==> src/logic/mecobo_bus_pkg.sv <==
// mecobo host bus definitions
`default_nettype none

package mecobo_bus_pkg;

  // one host data word, one host address
  typedef logic [15:0] ebi_word_t;
  typedef logic [18:0] ebi_addr_t;

  // command staging words
  // time lo, time hi, target addr, data lo, data hi
  localparam ebi_addr_t cmd_word_base = 19'h00;
  localparam int unsigned cmd_word_count = 5;
  // writing the last staging word commits the command
  localparam ebi_addr_t cmd_commit_addr = 19'h04;

  // readback registers
  localparam ebi_addr_t status_addr = 19'h10;
  localparam ebi_addr_t clock_lo_addr = 19'h11;
  localparam ebi_addr_t clock_hi_addr = 19'h12;
  // levels of pins 0..15
  localparam ebi_addr_t pin_level_addr = 19'h20;

  // one timestamped command, 80 bits
  typedef struct packed {
    logic [31:0] release_time;
    logic [15:0] target_addr;
    logic [31:0] data;
  } sched_cmd_t;

  // status word as the host sees it
  // bit 0 empty, bit 1 full, bit 2 sticky overflow
  typedef struct packed {
    logic [7:0] count;
    logic [4:0] reserved;
    logic       overflow;
    logic       full;
    logic       empty;
  } ebi_status_t;

endpackage

`default_nettype wire

==> src/logic/mecobo_pin_pkg.sv <==
// pin controller register map
`default_nettype none

package mecobo_pin_pkg;

  // waveform codes held in the waveform register
  // unlisted codes drive the pin low
  typedef enum logic [3:0] {
    wave_low    = 4'd0,
    wave_high   = 4'd1,
    wave_square = 4'd2
  } waveform_t;

  // register offsets inside one pin's window
  localparam int unsigned pin_reg_waveform = 0;
  localparam int unsigned pin_reg_half_period = 1;

  // each pin owns a window of four addresses
  // pin n answers at n*4 .. n*4+3
  localparam int unsigned pin_regs_per_pin = 4;

  // half period register width, upper data bits ignored
  localparam int unsigned half_period_width = 28;

endpackage

`default_nettype wire

==> src/logic/pin_bus_if.sv <==
// scheduler to pin command bus
`timescale 1ns/1ps
`default_nettype none

interface pin_bus_if;

  // one cycle pulse per released command
  logic        wr_en;
  // target register address, decoded by each pin
  logic [15:0] addr;
  logic [31:0] data;
  // global clock as seen by the pins
  logic [31:0] current_time;

  modport sched (
    output wr_en, addr, data, current_time
  );

  modport pin (
    input wr_en, addr, data, current_time
  );

endinterface

`default_nettype wire

==> src/logic/command_fifo.sv <==
// show-ahead command FIFO
`timescale 1ns/1ps
`default_nettype none

module command_fifo #(
  parameter int FIFO_DEPTH = 8
) (
  input  logic                        sys_clk,
  input  logic                        global_clock_reset,
  input  logic                        push,
  input  mecobo_bus_pkg::sched_cmd_t  push_cmd,
  input  logic                        pop,
  output logic                        head_valid,
  output mecobo_bus_pkg::sched_cmd_t  head_cmd,
  output mecobo_bus_pkg::ebi_status_t fifo_status,
  output logic                        not_full
);

  import mecobo_bus_pkg::*;

  localparam int AW = $clog2(FIFO_DEPTH);

  sched_cmd_t     mem [FIFO_DEPTH];
  logic [AW-1:0]  wr_ptr;
  logic [AW-1:0]  rd_ptr;
  logic [AW:0]    count;
  logic           overflow;
  logic           full;
  logic           push_ok;
  logic           pop_ok;

  assign full    = (count == (AW+1)'(FIFO_DEPTH));
  assign push_ok = push & ~full;
  assign pop_ok  = pop & head_valid;

  // storage, pointer wraps at the power of two
  always_ff @(posedge sys_clk) begin
    if (push_ok) begin
      mem[wr_ptr] <= push_cmd;
    end
  end

  always_ff @(posedge sys_clk) begin
    if (global_clock_reset) begin
      wr_ptr   <= '0;
      rd_ptr   <= '0;
      count    <= '0;
      overflow <= 1'b0;
    end else begin
      if (push_ok) wr_ptr <= wr_ptr + 1'b1;
      if (pop_ok) rd_ptr <= rd_ptr + 1'b1;
      // simultaneous push and pop keeps the count
      count <= count + (AW+1)'(push_ok) - (AW+1)'(pop_ok);
      // dropped push, sticky until reset
      if (push && full) overflow <= 1'b1;
    end
  end

  // head is the oldest entry
  assign head_valid = (count != '0);
  assign head_cmd   = mem[rd_ptr];
  assign not_full   = ~full;

  always_comb begin
    fifo_status          = '0;
    fifo_status.empty    = ~head_valid;
    fifo_status.full     = full;
    fifo_status.overflow = overflow;
    fifo_status.count    = 8'(count);
  end

  // the scheduler only pops a valid head
  a_no_pop_when_empty: assert property (
    @(posedge sys_clk) disable iff (global_clock_reset)
    pop |-> head_valid
  );

endmodule

`default_nettype wire

==> src/logic/command_scheduler.sv <==
// global clock and command release
`timescale 1ns/1ps
`default_nettype none

module command_scheduler (
  input  logic                       sys_clk,
  input  logic                       global_clock_reset,
  input  logic                       head_valid,
  input  mecobo_bus_pkg::sched_cmd_t head_cmd,
  output logic                       pop,
  output logic [31:0]                global_time,
  pin_bus_if.sched                   bus
);

  import mecobo_bus_pkg::*;

  logic time_reached;
  logic release_now;

  // free running timebase that counts every cycle
  always_ff @(posedge sys_clk) begin
    if (global_clock_reset) begin
      global_time <= '0;
    end else begin
      global_time <= global_time + 32'd1;
    end
  end

  // head waits until its timestamp is reached
  // later entries queue behind it in order
  assign time_reached = (global_time >= head_cmd.release_time);
  assign release_now  = head_valid & time_reached;

  // pop and register write on the same cycle
  // at most one command per cycle
  assign pop = release_now;

  assign bus.wr_en        = release_now;
  assign bus.addr         = head_cmd.target_addr;
  assign bus.data         = head_cmd.data;
  assign bus.current_time = global_time;

  // every pin write consumes exactly one FIFO entry
  a_wr_en_pops: assert property (
    @(posedge sys_clk) disable iff (global_clock_reset)
    bus.wr_en |-> pop && head_valid && (bus.current_time >= head_cmd.release_time)
  );

endmodule

`default_nettype wire

==> src/logic/ebi_command_port.sv <==
// host bus command port
`timescale 1ns/1ps
`default_nettype none

module ebi_command_port #(
  parameter int NUM_PINS = 16
) (
  input  logic                        sys_clk,
  input  logic                        global_clock_reset,
  input  mecobo_bus_pkg::ebi_addr_t   ebi_addr,
  input  mecobo_bus_pkg::ebi_word_t   ebi_wdata,
  input  logic                        ebi_wr_n,
  input  logic                        ebi_rd_n,
  input  logic                        ebi_cs_n,
  output mecobo_bus_pkg::ebi_word_t   ebi_rdata,
  output logic                        push,
  output mecobo_bus_pkg::sched_cmd_t  push_cmd,
  input  mecobo_bus_pkg::ebi_status_t fifo_status,
  input  logic [31:0]                 global_time,
  input  logic [NUM_PINS-1:0]         pin_levels
);

  import mecobo_bus_pkg::*;

  // strobes are active low on the pins
  logic wr_access;
  logic rd_access;
  logic staging_hit;
  logic [2:0] word_idx;

  // five staging words, held until overwritten
  ebi_word_t staging [cmd_word_count];

  assign wr_access = ~ebi_cs_n & ~ebi_wr_n;
  assign rd_access = ~ebi_cs_n & ~ebi_rd_n;

  // word index within the staging block
  assign word_idx = 3'(ebi_addr - cmd_word_base);
  assign staging_hit = (ebi_addr >= cmd_word_base) &&
                       (ebi_addr < cmd_word_base + ebi_addr_t'(cmd_word_count));

  // capture staged words
  always_ff @(posedge sys_clk) begin
    if (wr_access && staging_hit) begin
      staging[word_idx] <= ebi_wdata;
    end
  end

  // commit pulse, one cycle after the last word
  always_ff @(posedge sys_clk) begin
    if (global_clock_reset) begin
      push <= 1'b0;
    end else begin
      push <= wr_access && (ebi_addr == cmd_commit_addr);
    end
  end

  // assembled command, stable while push is high
  always_comb begin
    push_cmd.release_time = {staging[1], staging[0]};
    push_cmd.target_addr  = staging[2];
    push_cmd.data         = {staging[4], staging[3]};
  end

  // registered readback
  // data holds until the next read strobe
  always_ff @(posedge sys_clk) begin
    if (global_clock_reset) begin
      ebi_rdata <= '0;
    end else if (rd_access) begin
      case (ebi_addr)
        status_addr:    ebi_rdata <= fifo_status;
        clock_lo_addr:  ebi_rdata <= global_time[15:0];
        clock_hi_addr:  ebi_rdata <= global_time[31:16];
        // unused upper bits read as zero
        pin_level_addr: ebi_rdata <= ebi_word_t'(pin_levels);
        default:        ebi_rdata <= '0;
      endcase
    end
  end

endmodule

`default_nettype wire

==> src/logic/mecobo_core.sv <==
// mecobo command path top
`timescale 1ns/1ps
`default_nettype none

module mecobo_core #(
  parameter int NUM_PINS   = 16,
  parameter int FIFO_DEPTH = 8
) (
  input  logic                      sys_clk,
  input  logic                      global_clock_reset,
  input  mecobo_bus_pkg::ebi_addr_t ebi_addr,
  input  mecobo_bus_pkg::ebi_word_t ebi_wdata,
  input  logic                      ebi_wr_n,
  input  logic                      ebi_rd_n,
  input  logic                      ebi_cs_n,
  output mecobo_bus_pkg::ebi_word_t ebi_rdata,
  output logic                      fpga_ready,
  output logic [NUM_PINS-1:0]       pins
);

  import mecobo_bus_pkg::*;

  // host port to FIFO
  logic        push;
  sched_cmd_t  push_cmd;
  ebi_status_t fifo_status;

  // FIFO to scheduler
  logic        pop;
  logic        head_valid;
  sched_cmd_t  head_cmd;

  logic [31:0] global_time;

  // released commands fan out to every pin
  pin_bus_if bus ();

  ebi_command_port #(
    .NUM_PINS (NUM_PINS)
  ) u_ebi (
    .sys_clk            (sys_clk),
    .global_clock_reset (global_clock_reset),
    .ebi_addr           (ebi_addr),
    .ebi_wdata          (ebi_wdata),
    .ebi_wr_n           (ebi_wr_n),
    .ebi_rd_n           (ebi_rd_n),
    .ebi_cs_n           (ebi_cs_n),
    .ebi_rdata          (ebi_rdata),
    .push               (push),
    .push_cmd           (push_cmd),
    .fifo_status        (fifo_status),
    .global_time        (global_time),
    .pin_levels         (pins)
  );

  // ready to the host tracks FIFO space
  command_fifo #(
    .FIFO_DEPTH (FIFO_DEPTH)
  ) u_fifo (
    .sys_clk            (sys_clk),
    .global_clock_reset (global_clock_reset),
    .push               (push),
    .push_cmd           (push_cmd),
    .pop                (pop),
    .head_valid         (head_valid),
    .head_cmd           (head_cmd),
    .fifo_status        (fifo_status),
    .not_full           (fpga_ready)
  );

  command_scheduler u_sched (
    .sys_clk            (sys_clk),
    .global_clock_reset (global_clock_reset),
    .head_valid         (head_valid),
    .head_cmd           (head_cmd),
    .pop                (pop),
    .global_time        (global_time),
    .bus                (bus.sched)
  );

  // one controller per pin, window chosen by position
  for (genvar i = 0; i < NUM_PINS; i++) begin : g_pin
    pin_controller #(
      .POSITION (i)
    ) u_pin (
      .sys_clk            (sys_clk),
      .global_clock_reset (global_clock_reset),
      .bus                (bus.pin),
      .pin                (pins[i])
    );
  end

endmodule

`default_nettype wire

==> src/logic/pin_controller.sv <==
// per-pin waveform generator
`timescale 1ns/1ps
`default_nettype none

module pin_controller #(
  parameter int POSITION = 0
) (
  input  logic   sys_clk,
  input  logic   global_clock_reset,
  pin_bus_if.pin bus,
  output logic   pin
);

  import mecobo_pin_pkg::*;

  // this pin's address window
  localparam logic [15:0] reg_base = 16'(POSITION * pin_regs_per_pin);
  localparam logic [15:0] reg_end  = 16'((POSITION + 1) * pin_regs_per_pin);

  logic                         hit;
  logic [15:0]                  reg_offset;
  logic                         wr_waveform;
  logic                         wr_half_period;
  waveform_t                    waveform;
  logic [half_period_width-1:0] half_period;
  logic [half_period_width-1:0] tick;
  logic                         square_level;

  // decode against own window
  assign hit        = bus.wr_en && (bus.addr >= reg_base) && (bus.addr < reg_end);
  assign reg_offset = bus.addr - reg_base;
  assign wr_waveform    = hit && (reg_offset == 16'(pin_reg_waveform));
  assign wr_half_period = hit && (reg_offset == 16'(pin_reg_half_period));

  // configuration registers
  always_ff @(posedge sys_clk) begin
    if (global_clock_reset) begin
      waveform    <= wave_low;
      half_period <= '0;
    end else begin
      if (wr_waveform) waveform <= waveform_t'(bus.data[3:0]);
      if (wr_half_period) half_period <= bus.data[half_period_width-1:0];
    end
  end

  // square wave reload counter
  // toggles every half_period+1 cycles, starts low after any write
  always_ff @(posedge sys_clk) begin
    if (global_clock_reset) begin
      tick         <= '0;
      square_level <= 1'b0;
    end else if (wr_waveform || wr_half_period) begin
      tick         <= '0;
      square_level <= 1'b0;
    end else if (waveform == wave_square) begin
      if (tick >= half_period) begin
        tick         <= '0;
        square_level <= ~square_level;
      end else begin
        tick <= tick + 1'b1;
      end
    end else begin
      tick <= '0;
    end
  end

  // output register, one cycle behind the config
  always_ff @(posedge sys_clk) begin
    if (global_clock_reset) begin
      pin <= 1'b0;
    end else begin
      case (waveform)
        wave_high:   pin <= 1'b1;
        wave_square: pin <= square_level;
        // low and unknown codes
        default:     pin <= 1'b0;
      endcase
    end
  end

  // counter stays inside the stored period
  a_tick_in_range: assert property (
    @(posedge sys_clk) disable iff (global_clock_reset)
    tick <= half_period
  );

  // pins count half periods against a steady timebase
  a_timebase_steady: assert property (
    @(posedge sys_clk) disable iff (global_clock_reset)
    !global_clock_reset |=> bus.current_time == $past(bus.current_time) + 32'd1
  );

endmodule

`default_nettype wire

==> config.mk <==
export PLATFORM = sky130hd
export DESIGN_NAME = mecobo_core
export DESIGN_NICKNAME = d
export VERILOG_FILES = /design/src/logic/mecobo_bus_pkg.sv /design/src/logic/mecobo_pin_pkg.sv /design/src/logic/pin_bus_if.sv /design/src/logic/command_fifo.sv /design/src/logic/command_scheduler.sv /design/src/logic/ebi_command_port.sv /design/src/logic/mecobo_core.sv /design/src/logic/pin_controller.sv
export SDC_FILE = /design/constraint.sdc
export NUM_CORES = 2
export LEC_CHECK = 0
export BUFFER_PORTS_ARGS = -buffer_cell sky130_fd_sc_hd__buf_2
export CORE_ASPECT_RATIO = 1.75
export CORE_UTILIZATION = 39
export CTS_CLUSTER_SIZE = 30
export DETAILED_ROUTE_END_ITERATION = 12
export SYNTH_ARGS = -nofsm -noshare
export SYNTH_HDL_FRONTEND = slang
export SYNTH_SLANG_ARGS = --single-unit
==> constraint.sdc <==
create_clock -name sys_clk -period 10.04 [get_ports sys_clk]
set_input_delay 0 -clock sys_clk [delete_from_list [all_inputs] [get_ports sys_clk]]
set_output_delay 0 -clock sys_clk [all_outputs]
set_load 0.005 [all_outputs]
### After elaboration in Yosys (flattened, before gate mapping)

Memory sizes are Yosys's and may differ from the RTL's. A register that Yosys moved wholly into a read port is not among the register bits.
Index checks and enable logic that the tools add are counted.

* $lt $le $gt $ge: 51
* $add $sub $neg: 36
* bitwise operators: 42
* equality and inequality tests: 54
* reductions and logical operators: 149
* multiplexer cells: 23

Operators by type and width (count)
* $add 28x1->28 const B: 16
* $ge 28x28->1: 16
* $eq 16x1->1 const B: 16
* $logic_not 16->1: 16
* $ge 16x6->1 const B: 8
* $lt 16x6->1 const B: 8
* $sub 16x6->16 const B: 8
* $logic_and 1x1->1: 68
* $eq 4x1->1 const B: 16
* $eq 4x2->1 const B: 16
* $ge 16x5->1 const B: 4
* $lt 16x5->1 const B: 4
* $pmux 16 s4: 1
* $reduce_or 4->1: 16
* $sub 16x5->16 const B: 4
* $eq 19x5->1 const B: 3
* $not 1->1: 37
* $add 32x1->32 const B: 1
* $ge 16x4->1 const B: 2
* $ge 32x32->1: 1
* $lt 16x4->1 const B: 2
* $pmux 1 s2: 16
* $reduce_and 2->1: 16
* $reduce_or 2->1: 16
* 19 further kinds: 44

* RAM bits: 720
* word-level logic and storage cells: 444
* register bits: 1052
* output and inout port bits: 33
* memories: 2

Memories
* u_fifo.mem: depth 8, width 80, rd ports 1, clocked after Yosys merged registers in 1, wr ports 1, RTL line command_fifo.sv:23 `sched_cmd_t mem [FIFO_DEPTH];`
* u_ebi.staging: depth 5, width 16, rd ports 5, clocked after Yosys merged registers in 0, wr ports 1, RTL line ebi_command_port.sv:32 `ebi_word_t staging [cmd_word_count];`

### Depth between registers and ports, before layout

* word-level depth: 7
* depth in mapped cells: 26
* mapped depth without buffers: 16

### By module

A second synthesis with hierarchy kept.

* cells, all modules: 7450
* area total of the unflattened synthesis: 83392.5 µm²

Modules (own cells, without submodules)
* command_fifo: area an instance 24822.6 µm², cells each 1024, times used 1
* ebi_command_port: area an instance 3557.2 µm², cells each 217, times used 1
* pin_controller at g_pin[1].u_pin: area an instance 3347.0 µm², cells each 355, times used 1
* pin_controller at g_pin[3].u_pin: area an instance 3315.7 µm², cells each 352, times used 1
* pin_controller at g_pin[7].u_pin: area an instance 3305.7 µm², cells each 356, times used 1
* pin_controller at g_pin[11].u_pin: area an instance 3300.7 µm², cells each 354, times used 1
* pin_controller at g_pin[12].u_pin: area an instance 3299.4 µm², cells each 348, times used 1
* pin_controller at g_pin[13].u_pin: area an instance 3293.2 µm², cells each 349, times used 1
* pin_controller at g_pin[5].u_pin: area an instance 3290.7 µm², cells each 353, times used 1
* pin_controller at g_pin[0].u_pin: area an instance 3284.4 µm², cells each 387, times used 1
* pin_controller at g_pin[8].u_pin: area an instance 3260.6 µm², cells each 385, times used 1
* pin_controller at g_pin[6].u_pin: area an instance 3249.4 µm², cells each 380, times used 1
* pin_controller at g_pin[4].u_pin: area an instance 3245.6 µm², cells each 390, times used 1
* pin_controller at g_pin[14].u_pin: area an instance 3235.6 µm², cells each 380, times used 1
* 5 more rows

### Worst setup path before layout

OpenSTA, ideal clock, no wires.

* path type: flip-flop to flip-flop
* start point: register u_fifo.count[2]
* end point: memory u_fifo.mem[0][0] in the netlist's numbering (enable)
* cell stages (with the launch flop): 8
* setup slack: 3.145 ns
* setup time: 0.604 ns
* buffers on the path: 1
* period minus slack after synthesis: 6.895 ns
* data arrival time: 6.291 ns
* cell sequence: dfxtp_1 -> inv_1 -> ha_1 -> nand2_1 -> and2_1 -> clkbuf_1 -> nand2b_1 -> nor3_1

* word-level cells in the longest chain between the ends: 5

RTL lines
* from (decl): RTL line command_fifo.sv:26 `logic [AW:0] count;`
* from (signal assigned): RTL line command_fifo.sv:53 `count <= count + (AW+1)'(push_ok) - (AW+1)'(pop_ok);`
* $eq 4x4->1: RTL line command_fifo.sv:32 `assign full = (count == (AW+1)'(FIFO_DEPTH));`
* $not 1->1
* net fpga_ready: RTL line mecobo_core.sv:17 `output logic fpga_ready,`
* $and 1x1->1: RTL line command_fifo.sv:33 `assign push_ok = push & ~full;`
* net u_fifo.push_ok: RTL line command_fifo.sv:29 `logic push_ok;`
* $mux 1: RTL line command_fifo.sv:38 `if (push_ok) begin`
* $mux 1 (implied by the code): RTL line command_fifo.sv:39 `mem[wr_ptr] <= push_cmd;`
* to (decl): RTL line command_fifo.sv:23

The timed path passes the listed nets, and every way through them passes these cells.

==> reports/metrics.yaml <==
outcome:
  outcome: "finished, final reports clean"
cells_and_area:
  drive_gt1_frac: 0.0928
  multiInputGateArea_um2: 36300
  finalNetCount: 8053
  seq_area_um2: 41700
  nFillCells: 19064
  syn_to_final_growth_pct: 10.7
min_path:
  hp-class: "primary input to flip-flop"
  hp-start: "ebi_wdata[12]"
  min_path_cells: 2
  whs_endpoint: "u_ebi.staging[3][12]"
yosys:
  synth_compound_area_frac: 0.0654
  synth_top_family_by_area: "simple AND/OR/NAND/NOR gates"
  synth-seq-cells: 1739
  muxShareOfSynthArea: 0.102
  synth_ff_type: "dfxtp_1"
  yosysWarningCount: 0
  synthSimpleGateAreaFrac: 0.147
  syn-num-nets: 8005
  ys_seq_area_frac: 0.512
  synth_fa_ha_area_frac: 0.0791
  async_flop_share: 0
  synth_edf_count: 684
  synth_xor_area_frac: 0.0496
  syn_area_per_cell_um2: 10.9
  syn_area_um2: 81400
  synth_cell_type_count: 106
  synthCells: 7451
drt:
  dr.pass1.iters: 8
  route.detailed.drc: 0
  viasPerCell: 5.46
  drtIter0Drc: 3451
  vias: 56235
  ant_nets: 0
  drt-total-wl_um: 222000
  wire_per_inst_um: 21.6
clock_tree:
  worstSkewPairLatency_ps: 860
  cts.sinks: 1739
  postCtsSetupBuffers: 0
  clockBufferDepth: 4
  cts_root_buf: "clkbuf_16"
  cts.clk_slew.worst_paths_ps: 70
  cts_tree: "built"
  postCtsHoldBufs: 28
  htree_levels: 4
  cts-resized-gates: 0
  cts_buffers: 165
power_and_ir_drop:
  power_density_nw_per_um2: 153
  power_leakage_nw: 31.7
  vdd_ir_drop_max_mv: 0.138
  total_power_mw: 13.8
critical_path:
  cp-start-kind: "flip-flop"
  cp_top_family: "buffers and inverters"
  arrival_ps: 7570
  path_class: "flip-flop to flip-flop"
  cp_num_buf_inv: 4
  reg2reg_to: "g_pin[4].u_pin.tick[9]"
  rrSetupSlack_ps: 3080
  max_stage_delay_ps: 1130
  critPathSlowestCell: "a21oi_2"
  crit_chain: "buf_12 -> buf_4 -> mux4_2 -> mux2i_1 -> ha_1 -> nand2_1 -> nor2_1 -> o211ai_1 -> o21ai_0 -> a41oi_4 -> buf_4 -> inv_1 -> nand3_1 -> a21oi_2 -> nor4_1"
  cpMostUsedCell: "buf_4"
  required_ps: 10650
  critPathCaptureType: "flip-flop"
  path_max_fanout: 92
  reg2reg_depth: 15
global_routing:
  antenna_found_initial: 20
  grt_pass1_wl_um: 336000
  grt_overflow: 0
  first_global_vias: 56833
  grt_max_degree: 182
  grt_usage: 0.208
sta:
  min_period_over_period: 0.694
  slew_headroom: 0.0928
  finalWorstSetupSlack_ps: 3080
  holdWs_ps: 45.4
  tightest_slew_ps: 1330
  rsz0062_at_grt: "no"
  fmax_ghz: 0.144
  slew_viol_final: 0
  finalWorstPathRequiredPeriod_ps: 6960
  setup_viol: 0
  final-hold-violation-count: 0
  fin_setup_tns_ps: 0
  fin_skew_ps: 99.5
place:
  place.gp.congestion: 0.950
  hpwl_um: 151000
  port_buffers: 72
  place_ws_ps: 3140
die:
  die_h_um: 606
  core_um2: 207000
  start_util: 0.393
  std_cell_rows: 221
  die_x_um: 347
  ioPinCount: 73
  die_area_um2: 211000
flow_run:
  maxCapViolCount: 0
==> Yosys cell counts, types with 81 or more instances <==
cell type	count	area share
ha_1	513	0.079
nor4_1	97	0.0075
mux2i_1	470	0.058
nand3_1	260	0.016
nor3_1	224	0.014
nand2_1	569	0.026
mux4_2	139	0.038
o21ai_0	109	0.0067
inv_1	532	0.025
nor2_1	780	0.036
a211oi_1	81	0.0075
a21oi_1	192	0.012
xnor2_1	218	0.023
xor2_1	243	0.026
and3_1	98	0.0075
clkbuf_1	170	0.0078
edfxtp_1	684	0.25
dfxtp_1	1055	0.26
a21o_1	85	0.0078
nand4_1	139	0.011
==> flip-flops by register name (all words and copies together), names as in the netlist, named ones only <==
signal and count:
u_fifo.mem 608, u_ebi.staging 76, u_fifo.overflow 1, u_ebi.push 1, g_pin.u_pin.tick 448, u_fifo.wr_ptr 3
u_sched.bus.current_time 32, u_ebi.ebi_rdata 16, u_fifo.count 4, g_pin.u_pin.waveform 64, g_pin.u_pin.half_period 448, g_pin.u_pin.square_level 16
u_fifo.rd_ptr 3, g_pin.u_pin.pin 16
==> logic make-up after synthesis <==
kind of cell,after synthesis
compound gates,766
xor+xnor,461
fa+ha+maj,514
buf+inv,850
flops,1739
mux,649
simple gates,2472
==> metrics by stage <==
stage           util  std cells  cell area [µm²]
5_1_grt        0.435      10296            90100
2_1_floorplan      -       7451            81400
6_report       0.435      10301            90100
3_3_place_gp   0.408       9980            84500
3_5_place_dp   0.408       9980            84500
4_1_cts        0.435      10295            90100
==> where the power goes <==
part           internal [mW]  switching, mW  leakage (nW)
clock                   3.60           2.75          2.63
sequential              7.28        0.00212          14.6
combinational         0.0210          0.105          14.5
==> worst register-to-register path, delay by kind of cell, from the launching register on <==
family | cells | cell delay [ps]
buf+inv | 4 | 2250
mux | 2 | 860
fa+ha+maj | 1 | 160
flops | 1 | 730
compound gates | 4 | 1920
simple gates | 4 | 810
==> routing by layer <==
| metal | global-route usage | wire (µm) | up-vias |
|---|---|---|---|
| li1 | - | - | 26649 |
| met4 | 0.117 | 13500 | 8 |
| met1 | 0.228 | 84200 | 27776 |
| met2 | 0.387 | 115000 | 1307 |
| met3 | 0.0233 | 9390 | 495 |
| met5 | 0 | 53 | - |
==> worst max path at each step <==
stage / endpoint / depth (start not counted)
2_1_floorplan: u_fifo.mem[0][0] / 7
3_3_place_gp: g_pin[4].u_pin.tick[17] / 15
3_5_place_dp: g_pin[4].u_pin.tick[9] / 15
4_1_cts: g_pin[4].u_pin.tick[9] / 15
5_1_grt: g_pin[14].u_pin.tick[4] / 15
6_report: g_pin[4].u_pin.tick[9] / 15
==> final cells by class <==
type                       instances  area share
antenna                            6    0.000167
tap                             2676      0.0372
clock inverter                    67     0.00837
clock buffer                     220      0.0509
inverter                         534      0.0223
sequential                      1739       0.463
multi-input combinational       4862       0.403
timing repair buffer             197      0.0157
==> layout by cell type, fill, tap and decap left out, types with 30 or more instances in the layout <==
cell / Yosys / routed
a211oi_1: 81 / 80
nand3_1: 260 / 259
edfxtp_1: 684 / 684
ha_1: 513 / 513
and4_1: 36 / 36
dfxtp_1: 1055 / 1052
buf_4: 33 / 94
clkbuf_16: 0 / 167
a21o_1: 85 / 85
xor2_1: 243 / 243
a21oi_1: 192 / 191
mux2i_1: 470 / 470
clkbuf_1: 170 / 31
or4_1: 32 / 32
mux4_2: 139 / 139
nand4_1: 139 / 139
xnor2_1: 218 / 218
mux2_2: 37 / 37
or3_1: 30 / 30
o31ai_1: 37 / 37
buf_2: 75 / 71
nor3_1: 224 / 221
inv_1: 532 / 531
nor2_1: 780 / 774
nor4_1: 97 / 94
and3_1: 98 / 98
o21ai_0: 109 / 107
nand2_1: 569 / 569
nand2b_1: 53 / 53
(Power assumes the default switching activity.)
